## src/core_pkg.sv

```systemverilog
/*
 * core package
 * bridge address map, widths, PLL reconfig tables and the
 * modifier byte layout shared by the control shell
 */
`default_nettype none

package core_pkg;

    ////////////////////////////////////////
    // bridge bus
    localparam int BRIDGE_AW = 32;
    localparam int BRIDGE_DW = 32;
    localparam int REGION_W  = 8;   // top address byte picks the region

    localparam logic [BRIDGE_AW-1:0] ADDR_RESET  = {REGION_W'('hF0), (BRIDGE_AW-REGION_W)'(0)};
    localparam logic [BRIDGE_AW-1:0] ADDR_DIP    = {REGION_W'('hF1), (BRIDGE_AW-REGION_W)'(0)};
    localparam logic [BRIDGE_AW-1:0] ADDR_MOD    = {REGION_W'('hF2), (BRIDGE_AW-REGION_W)'(0)};
    localparam logic [BRIDGE_AW-1:0] ADDR_STATUS = {REGION_W'('hFA), (BRIDGE_AW-REGION_W)'(0)};

    ////////////////////////////////////////
    // switches and player inputs
    localparam int SW_W     = 8;
    localparam int PLAYER_W = 8;
    localparam int KEY_W    = 16;   // pocket controller key bitmap

    ////////////////////////////////////////
    // PLL management bus
    localparam int PLL_AW          = 6;
    localparam int PLL_DW          = 32;
    localparam int PLL_PARAM_COUNT = 9;

    typedef struct packed {
        logic [PLL_AW-1:0] addr;
        logic [PLL_DW-1:0] data;
    } pll_entry_t;

    // 57 Hz video timing
    localparam pll_entry_t PLL_57HZ [PLL_PARAM_COUNT] = '{
        '{6'h00, 32'h0000_0000},  // waitrequest mode
        '{6'h04, 32'h0000_4040},  // M counter
        '{6'h03, 32'h0002_0605},  // N counter
        '{6'h05, 32'h0002_0504},  // C0
        '{6'h05, 32'h0004_0909},  // C1
        '{6'h05, 32'h0008_4848},  // C2
        '{6'h05, 32'h000C_4848},  // C3
        '{6'h08, 32'h0000_0002},  // bandwidth
        '{6'h02, 32'h0000_0000}   // start reconfig
    };

    // 60 Hz, only M, N and bandwidth differ
    localparam pll_entry_t PLL_60HZ [PLL_PARAM_COUNT] = '{
        '{6'h00, 32'h0000_0000},
        '{6'h04, 32'h0000_4F4F},
        '{6'h03, 32'h0002_0706},
        '{6'h05, 32'h0002_0504},
        '{6'h05, 32'h0004_0909},
        '{6'h05, 32'h0008_4848},
        '{6'h05, 32'h000C_4848},
        '{6'h08, 32'h0000_0003},
        '{6'h02, 32'h0000_0000}
    };

    ////////////////////////////////////////
    // modifier byte
    typedef enum logic {
        VIDEO_57HZ = 1'b0,
        VIDEO_60HZ = 1'b1
    } video_timing_t;

    // host sees raw, the sequencer reads the fields
    typedef union packed {
        logic [SW_W-1:0] raw;
        struct packed {
            logic [4:0]    rsvd;    // unused by the shell
            video_timing_t timing;  // bit 2
            logic [1:0]    game;    // passed to the game as is
        } f;
    } mod_word_u;

endpackage

`default_nettype wire

```

## src/settings_if.sv

```systemverilog
/*
 * host settings interface
 * decoded switch levels, one writer (bridge_regs) and any number of readers
 */
`timescale 1ns/10ps
`default_nettype none

interface settings_if import core_pkg::*; ();

    logic            reset_sw;  // holds the game in reset
    logic [SW_W-1:0] dip_sw0;
    logic [SW_W-1:0] dip_sw1;
    mod_word_u       mod_sw;    // modifier byte, timing select in bit 2

    // register block owns every level
    modport regs (
        output reset_sw,
        output dip_sw0,
        output dip_sw1,
        output mod_sw
    );

    // consumers only look
    modport user (
        input reset_sw,
        input dip_sw0,
        input dip_sw1,
        input mod_sw
    );

endinterface

`default_nettype wire

```

## src/bridge_regs.sv

```systemverilog
/*
 * bridge register block
 * decodes host writes into the settings registers and
 * muxes readback and the status word onto the bridge read data
 */
`timescale 1ns/10ps
`default_nettype none

module bridge_regs import core_pkg::*; (
    input  logic                 clk_74a,
    input  logic                 rst_n,
    // host bridge
    input  logic [BRIDGE_AW-1:0] bridge_addr,
    input  logic                 bridge_wr,
    input  logic [BRIDGE_DW-1:0] bridge_wr_data,
    output logic [BRIDGE_DW-1:0] bridge_rd_data,
    // status from the PLL sequencer
    input  logic                 reconfig_pause,
    input  logic                 init_locked,
    input  video_timing_t        timing_active,
    // decoded settings out
    settings_if.regs             settings
);

    // status word layout
    localparam int STAT_LOCK_BIT  = 0;
    localparam int STAT_PAUSE_BIT = 1;
    localparam int STAT_TIME_BIT  = 2;

    logic [BRIDGE_DW-1:0] status_word;

    ////////////////////////////////////////
    // write side
    always_ff @(posedge clk_74a) begin
        if (!rst_n) begin
            settings.reset_sw <= 1'b0;
            settings.dip_sw0  <= '0;
            settings.dip_sw1  <= '0;
            settings.mod_sw   <= '0;  // timing field decodes as 57 Hz
        end else if (bridge_wr) begin
            case (bridge_addr)  // full 32-bit match, no aliasing
                ADDR_RESET: settings.reset_sw <= bridge_wr_data[0];
                ADDR_DIP: begin
                    settings.dip_sw0 <= bridge_wr_data[SW_W-1:0];
                    settings.dip_sw1 <= bridge_wr_data[2*SW_W-1:SW_W];
                end
                ADDR_MOD:   settings.mod_sw.raw <= bridge_wr_data[SW_W-1:0];
                default: ;  // writes elsewhere belong to other blocks
            endcase
        end
    end

    ////////////////////////////////////////
    // read side

    // sequencer state as the host sees it
    always_comb begin
        status_word                 = '0;
        status_word[STAT_LOCK_BIT]  = init_locked;
        status_word[STAT_PAUSE_BIT] = reconfig_pause;
        status_word[STAT_TIME_BIT]  = timing_active;
    end

    // combinational on the address, no read strobe
    always_comb begin
        case (bridge_addr)
            ADDR_RESET:  bridge_rd_data = BRIDGE_DW'(settings.reset_sw);
            ADDR_DIP:    bridge_rd_data = BRIDGE_DW'({settings.dip_sw1, settings.dip_sw0});
            ADDR_MOD:    bridge_rd_data = BRIDGE_DW'(settings.mod_sw.raw);
            ADDR_STATUS: bridge_rd_data = status_word;
            default:     bridge_rd_data = '0;
        endcase
    end

    ////////////////////////////////////////
    // checks

    // host must hold a defined address whenever it strobes a write
    a_wr_addr_known: assert property (
        @(posedge clk_74a) disable iff (!rst_n)
        bridge_wr |-> !$isunknown(bridge_addr)
    ) else $error("bridge write with unknown address");

endmodule

`default_nettype wire

```

## src/pll_reconfig.sv

```systemverilog
/*
 * PLL reconfiguration sequencer
 * on a change of the modifier timing bit, pauses the game, lets it settle,
 * then streams the matching parameter table onto the PLL management bus
 */
`timescale 1ns/10ps
`default_nettype none

module pll_reconfig import core_pkg::*; #(
    parameter int SETTLE_W = 8  // settle time is about 2^SETTLE_W enabled cycles
) (
    input  logic              clk_74a,
    input  logic              rst_n,
    settings_if.user          settings,
    // PLL management bus
    input  logic              pll_locked,
    input  logic              pll_waitrequest,
    output logic              pll_cfg_write,
    output logic [PLL_AW-1:0] pll_cfg_address,
    output logic [PLL_DW-1:0] pll_cfg_data,
    // status
    output logic              reconfig_pause,
    output logic              init_locked,
    output video_timing_t     timing_active
);

    localparam int IDX_W = $clog2(PLL_PARAM_COUNT);

    logic                mgmt_en;       // PLL can take a write this cycle
    video_timing_t       timing_req;    // what the host asked for
    video_timing_t       timing_lat;    // what the running sequence loads
    logic [SETTLE_W-1:0] settle_cnt;    // 0 idle, counting, all ones writes
    logic [IDX_W-1:0]    param_idx;
    logic                settle_done;
    logic                last_entry;
    pll_entry_t          entry;

    assign mgmt_en     = pll_locked & ~pll_waitrequest;
    assign timing_req  = settings.mod_sw.f.timing;
    assign settle_done = &settle_cnt;
    assign last_entry  = (param_idx == IDX_W'(PLL_PARAM_COUNT - 1));

    // table entry for the latched timing
    always_comb begin
        if (timing_lat == VIDEO_60HZ) begin
            entry = PLL_60HZ[param_idx];
        end else begin
            entry = PLL_57HZ[param_idx];
        end
    end

    ////////////////////////////////////////
    // sequencer
    always_ff @(posedge clk_74a) begin
        if (!rst_n) begin
            pll_cfg_write  <= 1'b0;
            reconfig_pause <= 1'b0;
            init_locked    <= 1'b0;
            timing_lat     <= VIDEO_57HZ;   // PLL powers up at 57 Hz
            timing_active  <= VIDEO_57HZ;
            settle_cnt     <= '0;
            param_idx      <= '0;
        end else begin
            pll_cfg_write <= 1'b0;          // single cycle strobe

            // everything freezes while the PLL stalls us
            if (mgmt_en) begin
                init_locked <= 1'b1;

                if (settle_done) begin
                    // one table entry per enabled cycle
                    pll_cfg_write   <= 1'b1;
                    pll_cfg_address <= entry.addr;
                    pll_cfg_data    <= entry.data;
                    param_idx       <= param_idx + IDX_W'(1);
                    if (last_entry) begin
                        settle_cnt    <= '0;
                        param_idx     <= '0;
                        timing_active <= timing_lat;  // start reconfig just went out
                    end
                end else if (|settle_cnt) begin
                    settle_cnt <= settle_cnt + SETTLE_W'(1);  // settling
                end else if (timing_req != timing_lat) begin
                    // new timing, a change made mid sequence waits until here
                    timing_lat     <= timing_req;
                    settle_cnt     <= SETTLE_W'(1);
                    reconfig_pause <= 1'b1;
                    param_idx      <= '0;
                end else begin
                    reconfig_pause <= 1'b0;   // idle, let the game run
                end
            end
        end
    end

    ////////////////////////////////////////
    // checks

    // a strobe comes from a cycle where the PLL was ready
    a_no_write_in_wait: assert property (
        @(posedge clk_74a) disable iff (!rst_n)
        pll_cfg_write |-> $past(pll_locked && !pll_waitrequest)
    ) else $error("PLL write issued while wait-request was high");

    a_idx_in_range: assert property (
        @(posedge clk_74a) disable iff (!rst_n)
        param_idx < IDX_W'(PLL_PARAM_COUNT)
    ) else $error("PLL table index out of range");

endmodule

`default_nettype wire

```

## src/core_control.sv

```systemverilog
/*
 * game control
 * maps pocket controller keys onto the two active low player bytes
 * and builds the game pause and reset levels
 */
`timescale 1ns/10ps
`default_nettype none

module core_control import core_pkg::*; (
    input  logic                clk_74a,
    input  logic                rst_n,
    settings_if.user            settings,
    input  logic [KEY_W-1:0]    cont1_key,
    input  logic [KEY_W-1:0]    cont2_key,
    input  logic                osnotify_inmenu,  // OS menu open
    input  logic                reconfig_pause,
    input  logic                init_locked,
    output logic [PLAYER_W-1:0] player1,
    output logic [PLAYER_W-1:0] player2,
    output logic                game_pause,
    output logic                game_reset
);

    // pocket key bitmap positions
    localparam int KEY_UP     = 0;
    localparam int KEY_DOWN   = 1;
    localparam int KEY_LEFT   = 2;
    localparam int KEY_RIGHT  = 3;
    localparam int KEY_FACE_A = 4;
    localparam int KEY_FACE_B = 5;
    localparam int KEY_SELECT = 14;  // coin
    localparam int KEY_START  = 15;

    // buttons and stick of one player, arcade order, still active high
    function automatic logic [5:0] stick_bits(input logic [KEY_W-1:0] key);
        stick_bits = {key[KEY_FACE_B], key[KEY_FACE_A],
                      key[KEY_DOWN], key[KEY_UP],
                      key[KEY_LEFT], key[KEY_RIGHT]};
    endfunction

    always_ff @(posedge clk_74a) begin
        if (!rst_n) begin
            player1    <= '1;    // nothing pressed
            player2    <= '1;
            game_pause <= 1'b0;
            game_reset <= 1'b1;  // held until the PLL first locks
        end else begin
            // starts for both players ride on player1
            player1    <= ~{cont2_key[KEY_START], cont1_key[KEY_START],
                            stick_bits(cont1_key)};
            // coins on player2
            player2    <= ~{cont2_key[KEY_SELECT], cont1_key[KEY_SELECT],
                            stick_bits(cont2_key)};
            game_pause <= osnotify_inmenu | reconfig_pause;
            game_reset <= settings.reset_sw | ~init_locked;
        end
    end

endmodule

`default_nettype wire

```

## src/core_top.sv

```systemverilog
/*
 * control shell top level
 * host settings registers, PLL reconfig sequencer and game control
 * on clk_74a, plain ports toward the bridge, the PLL and the game core
 */
`timescale 1ns/10ps
`default_nettype none

module core_top import core_pkg::*; #(
    parameter int SETTLE_W = 8
) (
    input  logic                 clk_74a,
    input  logic                 rst_n,
    // host bridge
    input  logic [BRIDGE_AW-1:0] bridge_addr,
    input  logic                 bridge_wr,
    input  logic [BRIDGE_DW-1:0] bridge_wr_data,
    output logic [BRIDGE_DW-1:0] bridge_rd_data,
    input  logic                 osnotify_inmenu,
    // controllers
    input  logic [KEY_W-1:0]     cont1_key,
    input  logic [KEY_W-1:0]     cont2_key,
    // PLL management bus
    input  logic                 pll_locked,
    input  logic                 pll_waitrequest,
    output logic                 pll_cfg_write,
    output logic [PLL_AW-1:0]    pll_cfg_address,
    output logic [PLL_DW-1:0]    pll_cfg_data,
    // toward the game core
    output logic [SW_W-1:0]      dip_sw0,
    output logic [SW_W-1:0]      dip_sw1,
    output logic [PLAYER_W-1:0]  player1,
    output logic [PLAYER_W-1:0]  player2,
    output logic                 game_pause,
    output logic                 game_reset
);

    settings_if settings ();

    logic          reconfig_pause;
    logic          init_locked;
    video_timing_t timing_active;

    // DIP bytes go straight to the game
    assign dip_sw0 = settings.dip_sw0;
    assign dip_sw1 = settings.dip_sw1;

    ////////////////////////////////////////
    // register block, sole settings writer
    bridge_regs u_bridge_regs (
        .clk_74a        (clk_74a),
        .rst_n          (rst_n),
        .bridge_addr    (bridge_addr),
        .bridge_wr      (bridge_wr),
        .bridge_wr_data (bridge_wr_data),
        .bridge_rd_data (bridge_rd_data),
        .reconfig_pause (reconfig_pause),
        .init_locked    (init_locked),
        .timing_active  (timing_active),
        .settings       (settings.regs)
    );

    ////////////////////////////////////////
    // PLL sequencer
    pll_reconfig #(
        .SETTLE_W (SETTLE_W)
    ) u_pll_reconfig (
        .clk_74a         (clk_74a),
        .rst_n           (rst_n),
        .settings        (settings.user),
        .pll_locked      (pll_locked),
        .pll_waitrequest (pll_waitrequest),
        .pll_cfg_write   (pll_cfg_write),
        .pll_cfg_address (pll_cfg_address),
        .pll_cfg_data    (pll_cfg_data),
        .reconfig_pause  (reconfig_pause),
        .init_locked     (init_locked),
        .timing_active   (timing_active)
    );

    ////////////////////////////////////////
    // inputs, pause, reset
    core_control u_core_control (
        .clk_74a         (clk_74a),
        .rst_n           (rst_n),
        .settings        (settings.user),
        .cont1_key       (cont1_key),
        .cont2_key       (cont2_key),
        .osnotify_inmenu (osnotify_inmenu),
        .reconfig_pause  (reconfig_pause),
        .init_locked     (init_locked),
        .player1         (player1),
        .player2         (player2),
        .game_pause      (game_pause),
        .game_reset      (game_reset)
    );

endmodule

`default_nettype wire

```

## config.mk

```make
export PLATFORM = sky130hd
export DESIGN_NAME = core_top
export DESIGN_NICKNAME = d
export VERILOG_FILES = /design/src/core_pkg.sv /design/src/settings_if.sv /design/src/bridge_regs.sv /design/src/pll_reconfig.sv /design/src/core_control.sv /design/src/core_top.sv
export SDC_FILE = /design/constraint.sdc
export NUM_CORES = 1
export LEC_CHECK = 0
export BUFFER_PORTS_ARGS = -buffer_cell sky130_fd_sc_hd__buf_2
export CAP_MARGIN = 0
export CORE_ASPECT_RATIO = 0.9
export CORE_MARGIN = 2
export CORE_UTILIZATION = 30
export DETAILED_ROUTE_END_ITERATION = 10
export GPL_ROUTABILITY_DRIVEN = 1
export GPL_TIMING_DRIVEN = 0
export HOLD_SLACK_MARGIN = 0.06
export SLEW_MARGIN = 25
export SYNTH_ARGS = -nofsm -noshare
export SYNTH_HDL_FRONTEND = slang
export SYNTH_HIERARCHICAL = 1
export SYNTH_SLANG_ARGS = --single-unit
```

## constraint.sdc

```tcl
create_clock -name clk_74a -period 3.5 [get_ports clk_74a]
set_input_delay 0.35 -clock clk_74a [delete_from_list [all_inputs] [get_ports clk_74a]]
set_output_delay 0.35 -clock clk_74a [all_outputs]
set_load 0.02 [all_outputs]
```

[After elaboration in Yosys (flattened, before gate mapping)]
Memories as Yosys holds them, arrays and structs flattened.
Cells that the tools add are included.
Word-level totals
  logic and storage cells: 70
  register bits after elaboration: 98
  memories kept: 2
  input bits: 102
  ROM bits: 1216
  output and inout bits: 105
Cells by class
  add/sub/neg operators: 2
  mux-type cells: 16
  eq/ne operators: 8
  bitwise logic cells: 10
  reductions and logical operators: 14
  order comparisons: 1
Memories
  (name not given): words 16, bits a word 38, read ports 1, clocked after Yosys merged registers in 0, write ports 0, line pll_reconfig.sv:46  | entry = PLL_60HZ[param_idx];
  (name not given): words 16, bits a word 38, read ports 1, clocked after Yosys merged registers in 0, write ports 0, line pll_reconfig.sv:48  | entry = PLL_57HZ[param_idx];
Operators by type and width (number)
  $mux 38: 5
  $eq 32x32->1 const B: 4
  $pmux 16 s4: 1
  $mux 8: 4
  $reduce_and 10->1: 2
  $mux 4: 4
  $not 8->8: 2
  $reduce_and 3->1: 3
  $add 8x1->8 const B: 1
  $reduce_and 2->1: 4
  $reduce_and 8->1: 1
  $reduce_or 8->1: 1
  $ge 5x5->1 const B: 1
  $not 4->5: 1
  $add 4x1->4 const B: 1
  $eq 4x4->1 const B: 1
  $not 1->1: 4
  $reduce_and 4->1: 1
  $reduce_bool 3->1: 1
  $mux 1: 2
  $ne 2x1->1 const B: 1
  $ne 2x2->1 const B: 1
  $or 1x1->1: 2
  $reduce_bool 2->1: 1
  other kinds (2): 2

[Depth between registers and ports, before layout]
  depth after elaboration: 5
  mapped depth: 6

[By module]
Netlist, hierarchy kept.
By module, submodules not included
  pll_reconfig: cells each 190, instances 1, area an instance 1805.5 um2
  bridge_regs: cells each 162, instances 1, area an instance 1555.2 um2
  core_control: cells each 38, instances 1, area an instance 461.7 um2

[Worst setup path before layout]
OpenSTA, ideal clock, no wires.
  kind: flip-flop to flip-flop
  start: register u_pll_reconfig.settle_cnt[0]
  end: register u_pll_reconfig.pll_cfg_address[0], enable pin
  setup slack: 0.805 ns
  data required time: 3.075 ns
  path buffers: 0
  stages on the path, launching flop included: 4
  data arrival time: 2.270 ns
  cell sequence: dfxtp_1 ha_1 nand3_1 nor4_1
Between the ends
  word-level cells in the longest chain between the ends: 1
Ends and longest elaborated chain
  start: declaration: line pll_reconfig.sv:32  | logic [SETTLE_W-1:0] settle_cnt;
  start signal: assignment: line pll_reconfig.sv:82  | settle_cnt <= settle_cnt + SETTLE_W'(1);
  $reduce_and 10->1 (no line)
  end signal: assignment: line pll_reconfig.sv:73  | pll_cfg_address <= entry.addr;
  end: declaration: line pll_reconfig.sv:19  | output logic [PLL_AW-1:0] pll_cfg_address,
Every way passes these cells.
A chain may end at the register's enable or synchronous reset.

[Worst setup path after layout]
  start: input port bridge_addr[4]
  end: output port bridge_rd_data[4]
Between the ends
  word-level cells in the longest chain between the ends: 2
  elaborated cells between the ends (all ways): 5
Ends and longest elaborated chain
  start: declaration: line core_top.sv:15  | input logic [BRIDGE_AW-1:0] bridge_addr,
  $eq 32x32->1: line bridge_regs.sv:66  | case (bridge_addr)
  $pmux 16 s4 *: line bridge_regs.sv:66
  end: declaration: line core_top.sv:18  | output logic [BRIDGE_DW-1:0] bridge_rd_data,
Every way passes the cells marked *; elsewhere a longest branch is shown, timed or not.

==> summary.md <==
| Metric | Value |
|---|---|
| Yosys top cell by area | `dfxtp_1` |
| Dominant register cell in the synthesized netlist | `dfxtp_1` |
| Most frequent cells in the layout | `buf_2, nand2_1, dfxtp_1, buf_4, conb_1` |
| Fraction of layout cells with a size suffix above 1 | `0.3851` |
| Slack of the worst reg-to-reg path | `1420 ps` |
| DRC violation count after routing | `0` |
| Max VDD drop | `236.3 uV` |
| Die area | `13660 um2` |
| Highest Clock Rate | `389.1 MHz` |
| Area of the multi-input gates | `1897 um2` |
| Gate Count Post-Synth | `390` |
| Most used cell, CP | `buf_2` |
| Critical-path cell list | `buf_2 -> nor4_4 -> nand4_4 -> nor3_2 -> clkbuf_1 -> a22o_1 -> buf_2` |
| Yosys cell types | `62` |
| Post-CTS Setup Bufs | `0` |
| Port Buffers | `136` |
| Synthesized flop and latch total | `74` |
| Seq pwr share | `0.441` |
| Placed Cells | `727` |
| Fill count | `1260` |
| Worst Clk Skew | `5.182 ps` |
| Largest cells by area after synthesis | `dfxtp_1, edfxtp_1, mux2i_1, buf_4, nand2_1` |
| WP data arrival | `2220 ps` |
| Minimum clock period | `2570 ps` |
| Hpwl dp | `7448 um` |
| CTS H-tree depth | `3` |
| Yosys warns | `6` |
| Post-route ant nets | `0` |
| Post-synth ARST share | `0` |
| Slowest stage cell, crit path | `nor3_2` |
| # nets final | `685` |
| I/O pin count | `207` |
| Pwr per Cell Area | `387.8 nW/um2` |
| Clk slew on worst S/H paths | `60 ps` |
| Crit Path Class | `input pin to primary output` |
| Vert. Die Dim | `111.1 um` |
| Skew-Pair Late Insertion Delay | `330 ps` |
| Most common cell after layout, fill and taps aside | `buf_2` |
| Placer Congestion | `0.8513` |
| Post-synth top area share | `0.3142` |
| Core Rows | `39` |
| Status | `finished clean` |
| Worst slack at placement | `873.2 ps` |
| Drt total wl | `9409 um` |
| GR Overflow Total | `0` |
| Largest net degree at the start of global routing | `14` |
| Clock Power Share | `0.463` |
| Starting Density | `0.3036` |
| Total Power | `0.002001 W` |
| Syn_area_per_cell | `9.801 um2` |
| Slowest Stage Delay on Critical Path | `420 ps` |
| Unrepaired setup endpoints after global routing | `false` |
| Top delay family on crit path | `simple AND/OR/NAND/NOR gates` |
| Sequential fraction of the synthesis area | `0.4242` |
| Sw power | `0.0004727 W` |
| Vias per cell | `4.402` |
| Num CTS Buffers | `9` |
| Count of non-filler cells in the finished layout | `743` |
| Final setup fails | `0` |
| Clk buf depth | `2` |
| Vias in the first global route | `3151` |
| Worst setup margin | `930.2 ps` |
| Worst min-delay path category | `input pin to flip-flop` |
| 1st-iter DRT viols | `215` |
| TritonCTS clock tree | `built` |
| Hold-fix buffers, CTS | `0` |
| Core area | `12590 um2` |
| Maxcap violations | `0` |
| Root buf cell | `clkbuf_16` |
| Worst setup EP type | `primary output` |
| Combinational share of power | `0.097` |
| Antenna diodes | `0` |
| Internal power | `0.001528 W` |
| Initial antenna violation count | `0` |
| Post-synthesis cell area | `3822 um2` |
| Slew HR | `0.5841` |
| Switching part of the total | `0.2363` |
| Via Count | `3271` |
| Wire per inst | `12.66 um` |
| Total track usage | `0.1395` |
| Final worst path period share | `0.7342` |
| P&R area growth vs syn | `34.96%` |
| TritonRoute pass-1 iters | `5` |
| First-pass GRT wire length | `15130 um` |
| WP data required | `3150 ps` |
| Post-synth EDFFs | `14` |
| Reg area | `1622 um2` |
| CP max FO | `10` |
| Post-cts resize count | `0` |
| Die width | `123.0 um` |
| Critical Path Source Type | `input pin` |
| Static Leak | `2.345 nW` |
| Max-slew violation count | `0` |
| Clock Sinks | `74` |
| CP bufs+invs | `3` |
| Worst Tran Pin Value | `621.9 ps` |
| TNS Setup | `0 ps` |
| Hold Fails Final Rpt | `0` |
path summary, 6_finish.rpt:
path,start,to,cells after the start
max,bridge_addr[4],bridge_rd_data[4],7
min,cont1_key[3],u_core_control/player1[0],2
max reg2reg,u_pll_reconfig/param_idx[0],u_pll_reconfig/settle_cnt[0],6
min reg2reg,u_bridge_regs/settings.mod_sw[4],u_bridge_regs/settings.mod_sw[4],2
synthesized netlist by cell type (3+ instances only):
cell      count
inv_1        12
nor4_1        3
ha_1          9
edfxtp_1     14
clkbuf_1     11
a21oi_1      10
mux2i_1      33
nand2_1      73
nand3_1       8
nor2_1       15
a211oi_1      4
nor4_4        5
and2_1        9
nand4_1       3
dfxtp_1      60
a22o_1        5
a221o_1       3
and4_1        4
o21ai_0       6
buf_4        40
nor3_1       10
worst reg2reg max path, cell delays in order, from the launching register on:
cell	delay, ps
dfxtp_1	470
inv_1	170
ha_1	290
and3b_1	270
o31ai_4	350
a21oi_2	130
o221a_2	290
final cells by class:
cell class                      count  area share
Inverter                           12    0.008732
Timing Repair Buffer              138      0.1339
Clock buffer                       10     0.04633
Multi-Input combinational cell    283      0.3677
Tap cell                          164     0.03978
Buffer                             56     0.07689
Sequential cell                    74      0.3143
Clock inverter                      6     0.01237
kinds of logic after synthesis:
| family | after synthesis | share of synthesized area |
|---|---|---|
| buf+inv | 68 | 0.1155 |
| fa+ha+maj | 9 | 0.02946 |
| simple gates | 156 | 0.2468 |
| xor+xnor | 1 | 0.002292 |
| compound gates | 47 | 0.09329 |
| other cells | 2 | 0.001965 |
| flops | 74 | 0.4242 |
| mux | 33 | 0.08642 |
layer usage:
layer | track usage | wire (um) | up-vias | share of wire
met5 | 0 | 0 | - | 0
met4 | 0.04318 | 81 | 0 | 0.0086
met3 | 0.03704 | 634 | 8 | 0.067
met2 | 0.2295 | 4519 | 127 | 0.48
met1 | 0.1770 | 4173 | 1485 | 0.44
li1 | - | - | 1651 | -
state kept, by name (all words and copies together) (netlist names):
| signal | cells |
|---|---|
| u_pll_reconfig/timing_lat | 1 |
| u_pll_reconfig/settle_cnt | 8 |
| u_bridge_regs/settings.dip_sw0 | 8 |
| u_bridge_regs/settings.dip_sw1 | 8 |
| u_pll_reconfig/param_idx | 4 |
| u_pll_reconfig/pll_cfg_data | 10 |
| u_bridge_regs/settings.mod_sw | 8 |
| u_bridge_regs/settings.reset_sw | 1 |
| u_pll_reconfig/reconfig_pause | 1 |
| u_core_control/player1 | 8 |
| u_pll_reconfig/pll_cfg_address | 4 |
| u_pll_reconfig/pll_cfg_write | 1 |
| u_core_control/game_pause | 1 |
| u_pll_reconfig/timing_active | 1 |
| u_pll_reconfig/init_locked | 1 |
| u_core_control/player2 | 8 |
| u_core_control/game_reset | 1 |
metrics by stage:
| stage | util | instance area, um2 | hold WS (ps) |
|---|---|---|---|
| detailed placement | 0.3857 | 4856 | 455.5 |
| global route | 0.4098 | 5159 | 165.5 |
| global placement | 0.3844 | 4840 | 443.2 |
| floorplan | - | 3954 | 392.7 |
| finish | 0.4098 | 5159 | 175.5 |
| CTS | 0.4098 | 5159 | 160.3 |
power groups by stage:
stage | sequential (W) | clock (W) | combinational [W]
6_report | 0.000881 | 0.000926 | 0.000193
5_1_grt | 0.000882 | 0.000990 | 0.000208
4_1_cts | 0.000882 | 0.000953 | 0.000193
3_5_place_dp | 0.000900 | 0 | 0.000193
3_3_place_gp | 0.000900 | 0 | 0.000191
2_1_floorplan | 0.000914 | 0 | 0.000107
No activity file was read; power rests on OpenSTA's default activity.
